### src/hw/lane_macros.svh
/*
 * Array size constants. NUM_LANES must be a power of two from 2 to 16,
 * because lane rotation wraps by dropping the upper index bits.
 */

`ifndef LANE_MACROS_SVH
`define LANE_MACROS_SVH

////////////////////////////////////////////////////////////
// Array geometry
////////////////////////////////////////////////////////////

// Lanes running in lockstep
`define NUM_LANES 4

// Operand and register width
`define DATA_W 32

////////////////////////////////////////////////////////////
// Register file
////////////////////////////////////////////////////////////

// Registers per lane, addressed by 4 bits
`define RF_DEPTH 16

`endif

### src/hw/lane_pkg.sv
/*
 * Shared types of the lane array. Widths follow lane_macros.svh.
 */

`include "lane_macros.svh"

package lane_pkg;

	typedef logic [`DATA_W-1:0] data_t;                  // One operand
	typedef logic [$clog2(`RF_DEPTH)-1:0] reg_addr_t;   // Register index

	// Path select
	//   [4]   lane mode, [3:0] rotation
	//   else  [1:0] source code, [3] scalar on operand 3 in direct mode
	typedef logic [4:0] path_sel_t;

	// One value per lane, slot i belongs to lane i
	typedef data_t [`NUM_LANES-1:0] lane_t;

	////////////////////////////////////////////////////////////
	// ALU opcodes
	////////////////////////////////////////////////////////////

	typedef enum logic [2:0] {
		op_add     = 3'd0,  // a + b
		op_sub     = 3'd1,  // a - b
		op_mul_add = 3'd2,  // a * b + c
		op_max     = 3'd3,  // Signed max of a and b
		op_pass    = 3'd4   // a
	} alu_op_t;

endpackage

### src/hw/lane_alu.sv
/*
 * Three-operand lane ALU, combinational. Results keep the low DATA_W
 * bits; unused opcodes give zero.
 */

`timescale 1ns/1ps

module lane_alu (
	input  lane_pkg::alu_op_t op,
	input  lane_pkg::data_t   a,
	input  lane_pkg::data_t   b,
	input  lane_pkg::data_t   c,
	output lane_pkg::data_t   y
);

	lane_pkg::data_t prod;
	logic            a_ge_b;

	assign prod   = a * b;                      // Low half only
	assign a_ge_b = $signed(a) >= $signed(b);   // Two's complement compare

	always_comb begin
		case (op)
			lane_pkg::op_add: begin
				y = a + b;
			end
			lane_pkg::op_sub: begin
				y = a - b;
			end
			lane_pkg::op_mul_add: begin
				y = prod + c;                       // Wraps on overflow
			end
			lane_pkg::op_max: begin
				y = a_ge_b ? a : b;
			end
			lane_pkg::op_pass: begin
				y = a;
			end
			default: begin
				y = '0;
			end
		endcase
	end

endmodule

### src/hw/lane_regfile.sv
/*
 * Per-lane register file. Reads are combinational with no write bypass,
 * so a read in the write cycle returns the old value.
 */

`timescale 1ns/1ps
`include "lane_macros.svh"

module lane_regfile (
	input  logic                clk,
	input  logic                rst_n,
	input  lane_pkg::reg_addr_t rd_addr1,
	input  lane_pkg::reg_addr_t rd_addr2,
	input  lane_pkg::reg_addr_t rd_addr3,
	output lane_pkg::data_t     rd_data1,
	output lane_pkg::data_t     rd_data2,
	output lane_pkg::data_t     rd_data3,
	input  logic                wr_en,
	input  lane_pkg::reg_addr_t wr_addr,
	input  lane_pkg::data_t     wr_data
);

	lane_pkg::data_t regs [`RF_DEPTH];

	////////////////////////////////////////////////////////////
	// Write port
	////////////////////////////////////////////////////////////

	// All registers read zero after reset
	always_ff @(posedge clk or negedge rst_n) begin
		if (!rst_n) begin
			for (int k = 0; k < `RF_DEPTH; k++) begin
				regs[k] <= '0;
			end
		end else if (wr_en) begin
			regs[wr_addr] <= wr_data;
		end
	end

	////////////////////////////////////////////////////////////
	// Read ports
	////////////////////////////////////////////////////////////

	assign rd_data1 = regs[rd_addr1];  // Operand 1
	assign rd_data2 = regs[rd_addr2];  // Operand 2
	assign rd_data3 = regs[rd_addr3];  // Operand 3

endmodule

### src/hw/path_sel.sv
/*
 * Operand and write-back source selection for one lane. Purely
 * combinational; rotation wraps modulo NUM_LANES.
 */

`timescale 1ns/1ps
`include "lane_macros.svh"

module path_sel #(
	parameter int LANE_ID = 0
)(
	input  logic                req,
	input  lane_pkg::path_sel_t sel_path,     // Operand select
	input  lane_pkg::path_sel_t sel_path_wb,  // Write-back select
	input  lane_pkg::data_t     scalar,
	input  lane_pkg::lane_t     lane_src1,    // Register reads of all lanes
	input  lane_pkg::lane_t     lane_src2,
	input  lane_pkg::lane_t     lane_src3,
	input  lane_pkg::lane_t     lane_wb,      // ALU results of all lanes
	input  lane_pkg::data_t     rf_src1,      // Own register reads
	input  lane_pkg::data_t     rf_src2,
	input  lane_pkg::data_t     rf_src3,
	input  lane_pkg::data_t     wb_result,    // Own write-back stage
	input  lane_pkg::data_t     wb_carry1,
	input  lane_pkg::data_t     wb_carry2,
	input  lane_pkg::data_t     wb_carry3,
	output lane_pkg::data_t     op_src1,      // To ALU
	output lane_pkg::data_t     op_src2,
	output lane_pkg::data_t     op_src3,
	output lane_pkg::data_t     wb_data,      // To register file
	output lane_pkg::data_t     bus_src1,     // To other lanes
	output lane_pkg::data_t     bus_src2,
	output lane_pkg::data_t     bus_src3
);

	localparam int LANE_W = $clog2(`NUM_LANES);

	logic [3:0]        src_rot;
	logic [3:0]        wb_rot;
	logic [LANE_W-1:0] src_lane;
	logic [LANE_W-1:0] wb_lane;
	lane_pkg::data_t   bcast;

	////////////////////////////////////////////////////////////
	// Source lane by rotation
	////////////////////////////////////////////////////////////

	assign src_rot  = sel_path[3:0] + 4'(LANE_ID);
	assign wb_rot   = sel_path_wb[3:0] + 4'(LANE_ID);
	assign src_lane = src_rot[LANE_W-1:0];  // Drop upper bits for wrap
	assign wb_lane  = wb_rot[LANE_W-1:0];

	////////////////////////////////////////////////////////////
	// Operand mux
	////////////////////////////////////////////////////////////

	always_comb begin
		case (sel_path[1:0])
			2'd2:    bcast = rf_src2;
			2'd3:    bcast = rf_src3;
			default: bcast = rf_src1;
		endcase
	end

	always_comb begin
		if (sel_path[4]) begin                   // Lane mode
			op_src1 = lane_src1[src_lane];
			op_src2 = lane_src2[src_lane];
			op_src3 = lane_src3[src_lane];
		end else if (sel_path[1:0] == 2'd0) begin // Direct mode
			op_src1 = rf_src1;
			op_src2 = rf_src2;
			op_src3 = sel_path[3] ? scalar : rf_src3;
		end else begin                            // Broadcast one read
			op_src1 = bcast;
			op_src2 = bcast;
			op_src3 = bcast;
		end
	end

	// Write-back value
	always_comb begin
		if (sel_path_wb[4])
			wb_data = lane_wb[wb_lane];
		else begin
			case (sel_path_wb[1:0])
				2'd1:    wb_data = wb_carry1;
				2'd2:    wb_data = wb_carry2;
				2'd3:    wb_data = wb_carry3;
				default: wb_data = wb_result;
			endcase
		end
	end

	assign bus_src1 = req ? rf_src1 : '0;  // Quiet bus when idle
	assign bus_src2 = req ? rf_src2 : '0;
	assign bus_src3 = req ? rf_src3 : '0;

endmodule

### src/hw/simd_lane.sv
/*
 * One lane with a two-cycle issue to write-back pipeline. Accepts an
 * instruction every cycle; wr_out is zero when nothing is written.
 */

`timescale 1ns/1ps

module simd_lane #(
	parameter int LANE_ID = 0
)(
	input  logic                clk,
	input  logic                rst_n,
	input  logic                issue,
	input  lane_pkg::alu_op_t   op,
	input  lane_pkg::reg_addr_t src1_addr,
	input  lane_pkg::reg_addr_t src2_addr,
	input  lane_pkg::reg_addr_t src3_addr,
	input  lane_pkg::reg_addr_t dst_addr,
	input  lane_pkg::path_sel_t sel_path,
	input  lane_pkg::path_sel_t sel_path_wb,
	input  lane_pkg::data_t     scalar,
	input  lane_pkg::lane_t     src1_bus,
	input  lane_pkg::lane_t     src2_bus,
	input  lane_pkg::lane_t     src3_bus,
	input  lane_pkg::lane_t     wb_bus,
	output lane_pkg::data_t     src1_out,
	output lane_pkg::data_t     src2_out,
	output lane_pkg::data_t     src3_out,
	output lane_pkg::data_t     wb_out,  // ALU result in write-back stage
	output lane_pkg::data_t     wr_out,  // Value written this cycle
	output logic                done
);

	lane_pkg::data_t     rf_rd1, rf_rd2, rf_rd3;
	lane_pkg::data_t     sel_src1, sel_src2, sel_src3;
	lane_pkg::data_t     alu_y;
	lane_pkg::data_t     wr_data;

	// Execute stage
	logic                ex_valid;
	lane_pkg::alu_op_t   ex_op;
	lane_pkg::reg_addr_t ex_dst;
	lane_pkg::path_sel_t ex_sel_wb;
	lane_pkg::data_t     ex_src1, ex_src2, ex_src3;

	// Write-back stage
	logic                wb_valid;
	lane_pkg::reg_addr_t wb_dst;
	lane_pkg::path_sel_t wb_sel_wb;
	lane_pkg::data_t     wb_result;
	lane_pkg::data_t     wb_carry1, wb_carry2, wb_carry3;

	lane_regfile u_rf (
		.clk(clk), .rst_n(rst_n),
		.rd_addr1(src1_addr), .rd_addr2(src2_addr), .rd_addr3(src3_addr),
		.rd_data1(rf_rd1), .rd_data2(rf_rd2), .rd_data3(rf_rd3),
		.wr_en(wb_valid), .wr_addr(wb_dst), .wr_data(wr_data)
	);

	path_sel #(.LANE_ID(LANE_ID)) u_sel (
		.req(issue), .sel_path(sel_path), .sel_path_wb(wb_sel_wb), .scalar(scalar),
		.lane_src1(src1_bus), .lane_src2(src2_bus), .lane_src3(src3_bus),
		.lane_wb(wb_bus),
		.rf_src1(rf_rd1), .rf_src2(rf_rd2), .rf_src3(rf_rd3),
		.wb_result(wb_result),
		.wb_carry1(wb_carry1), .wb_carry2(wb_carry2), .wb_carry3(wb_carry3),
		.op_src1(sel_src1), .op_src2(sel_src2), .op_src3(sel_src3),
		.wb_data(wr_data),
		.bus_src1(src1_out), .bus_src2(src2_out), .bus_src3(src3_out)
	);

	lane_alu u_alu (.op(ex_op), .a(ex_src1), .b(ex_src2), .c(ex_src3), .y(alu_y));

	////////////////////////////////////////////////////////////
	// Pipeline registers
	////////////////////////////////////////////////////////////

	always_ff @(posedge clk or negedge rst_n) begin
		if (!rst_n) begin
			ex_valid <= 1'b0;
			wb_valid <= 1'b0;
		end else begin
			ex_valid <= issue;
			wb_valid <= ex_valid;
		end
	end

	always_ff @(posedge clk) begin
		if (issue) begin                // Operands chosen in issue cycle
			ex_op     <= op;
			ex_dst    <= dst_addr;
			ex_sel_wb <= sel_path_wb;
			ex_src1   <= sel_src1;
			ex_src2   <= sel_src2;
			ex_src3   <= sel_src3;
		end
		if (ex_valid) begin
			wb_dst    <= ex_dst;
			wb_sel_wb <= ex_sel_wb;
			wb_result <= alu_y;
			wb_carry1 <= ex_src1;         // Carried for write-back select
			wb_carry2 <= ex_src2;
			wb_carry3 <= ex_src3;
		end
	end

	assign wb_out = wb_result;
	assign wr_out = wb_valid ? wr_data : '0;
	assign done   = wb_valid;

endmodule

### config.mk
export PLATFORM = sky130hd
export DESIGN_NAME = simd_lane
export DESIGN_NICKNAME = d
export VERILOG_FILES = /design/src/hw/lane_pkg.sv /design/src/hw/lane_alu.sv /design/src/hw/lane_regfile.sv /design/src/hw/path_sel.sv /design/src/hw/simd_lane.sv
export VERILOG_INCLUDE_DIRS = /design/src /design/src/hw
export SDC_FILE = /design/constraint.sdc
export NUM_CORES = 2
export LEC_CHECK = 0
export BUFFER_PORTS_ARGS = -buffer_cell sky130_fd_sc_hd__buf_2
export CAP_MARGIN = 15
export CORE_ASPECT_RATIO = 1.75
export CORE_MARGIN = 1.5
export CORE_UTILIZATION = 34
export DETAILED_ROUTE_END_ITERATION = 10
export PLACE_DENSITY = 0.57
export SKIP_CTS_REPAIR_TIMING = 1
export SLEW_MARGIN = 0
export SYNTH_ARGS = -nofsm -noshare
export SYNTH_HDL_FRONTEND = slang
export SYNTH_HIERARCHICAL = 1
export SYNTH_SLANG_ARGS = --single-unit
export TNS_END_PERCENT = 100
### constraint.sdc
create_clock -name clk -period 10.6 [get_ports clk]
set_input_delay 1.06 -clock clk [delete_from_list [all_inputs] [get_ports clk]]
set_output_delay 1.06 -clock clk [all_outputs]
set_load 0.005 [all_outputs]
==> metrics.cfg <==
[critical_path]
critPathMaxFanout=15
reg2reg_from=ex_src2[2]
crit_family=adder cells
critPathBufInv=7
ff2ff_path_depth=25
worstSetupStartpointType=flop
crit_slowest_cell=edfxtp_1
crit_arrival_ns=9.11
critPathRequiredTime_ns=11.00
cp_slowest_stage_delay_ns=0.76
rrSetupSlack_ns=1.89
critPathKind=flop to flop
r2r_end=wb_out[29]
end_kind=flop
path_common_cell=fa_1

[synthesis]
syn-cell-area_um2=67900
avgSynthCellArea_um2=11.9
yosys_warnings=6
syn_nets=6896
postSynthCellCount=5693

[floorplanning]
fp.coreArea_um2=198000
io_pins=737
fp.dieH_um=594
die_w_um=341
initial_core_util_pct=34.3
placementRows=216
die-area_um2=202000

[place]
gp_congestion=1.01
portBuffers=733
post-place-ws_ns=2.02
dp.final_hpwl_mm=194
placed_area_um2=74000

[timing]
report.final.slew_viol_count=0
relSlewSlack_pct=18.8
finalCriticalPeriod_ns=8.71
period_share_pct=82.1
tightestPinTransition_ns=1.22
fmax_mhz=115
setup_ws_ns=1.89
holdWs_ns=0.424
fin_worst_skew_ns=0.0586
finalSetupTns_ns=0
hold_viol_final=0
rsz0062_at_grt=no
setup_viol=0

[job]
drv_cap=0

[route]
first_pass_iters=9
wl_per_cell_um=30.4
vias_per_cell=5.84
dr.first_iter.drc_count=4418
vias=51700
drc_errors=0
antenna_left=0
wirelength_mm=269

[run_status]
status=complete, no violations

[final_layout]
multi_input_area_um2=43800
seq_area_um2=20100
stdcell_area_um2=76400
nNetsFinal=7357
drive_gt1_share_pct=35.6
areaGrowthSynthToFinish_pct=12.6
fillers=19200

[global_routing]
grt_max_degree=150
grt-ovfl-total=0
antenna_found_initial=33
track_usage_pct=26.1
first_global_vias=55400
grt_pass1_wl_mm=381

[hold_path]
hold_start=ex_sel_wb[4]
min_path_type=flop to flop
hold_path_depth=0
hold-path-endpoint=wb_sel_wb[4]

[clock_network]
numCtsBuffers=75
cts_root_buffer=clkbuf_16
path_clk_slew_ns=0.07
cts_tree=done
clk_latency_ns=0.70
clock_path_buffers=3
cts.sinks=755
htreeDepth=3

-- placed cells by master, fill, tap and decap left out, types with 15 or more instances in the layout --
cell       instances
mux2_4            29
ha_1             187
xor2_1            19
nand2_1          386
a211oi_1          74
a311o_1           32
mux2_1            44
mux4_2           511
buf_2            721
o21a_1            16
a31o_2            34
fa_1             440
buf_4            117
o21ai_0           56
nand2b_1          15
a21oi_1           81
clkbuf_16         77
edfxtp_1         241
and2_2            35
nor2b_1           46
nand3_1           21
a22oi_1          198
inv_1            553
and2_1           381
a21o_1            21
dfrtp_1          512
nor2_1           208
diode_2           17
clkbuf_1          17
mux2i_1          136
a211o_1           33
a221oi_1          16
mux2_2           568
xnor2_1           83
nor3_1            17
-- flip-flops by register name (all words and copies together), names as in the netlist, 3 cells and up --
signal / flops
wb_carry2: 32
u_rf/regs: 512
wb_dst: 4
ex_op: 3
ex_src2: 32
wb_carry3: 32
wb_carry1: 32
wb_sel_wb: 3
ex_dst: 4
ex_src1: 32
wb_out: 32
ex_src3: 32
ex_sel_wb: 3
-- layout make-up --
type | instances | share of cell area, %
tap | 2616 | 4.28
inverter | 557 | 2.74
timing repair buffer | 853 | 6.21
multi-input combinational | 3912 | 57.3
clock inverter | 34 | 0.363
clock buffer | 104 | 2.78
antenna | 17 | 0.0557
sequential | 755 | 26.3
-- worst reg2reg max path, cell delays in order (launching register included) --
cell      delay [ns]
edfxtp_1        0.76
buf_4           0.40
and2_1          0.20
fa_1            0.53
inv_1           0.05
fa_1            0.48
inv_1           0.08
fa_1            0.50
inv_1           0.06
fa_1            0.52
inv_1           0.05
fa_1            0.48
fa_1            0.53
fa_1            0.50
inv_1           0.05
fa_1            0.47
inv_1           0.04
ha_1            0.41
and3_1          0.22
and2_1          0.24
nand3_1         0.16
a311oi_4        0.66
o41ai_4         0.18
o211ai_1        0.20
a21oi_1         0.09
or4_1           0.55
-- layer usage --
layer / up-vias / wire (um) / track usage [%]
met5: - / 63 / 0
met1: 27000 / 96500 / 30.2
met3: 697 / 21800 / 5.05
met2: 2648 / 132000 / 44.6
li1: 21400 / - / -
met4: 10 / 18300 / 15.5
-- worst max path at each step --
stage                     from         end  cells after the start
floorplan           ex_src2[1]  wb_out[29]                     24
global placement    ex_src2[2]  wb_out[29]                     25
detailed placement  ex_src2[2]  wb_out[29]                     25
CTS                 ex_src2[2]  wb_out[29]                     25
global route        ex_src2[2]  wb_out[29]                     25
finish              ex_src2[2]  wb_out[29]                     25
-- per-stage QoR --
step	utilization, %	cells
4_1_cts	38.6	8830
3_3_place_gp	37.3	8692
3_5_place_dp	37.3	8692
5_1_grt	38.6	8840
6_report	38.6	8848
2_1_floorplan	-	5693
Power is left out: the tool's default activity adds up to more than one toggle a clock period on the data nets, which glitch-free logic cannot reach.
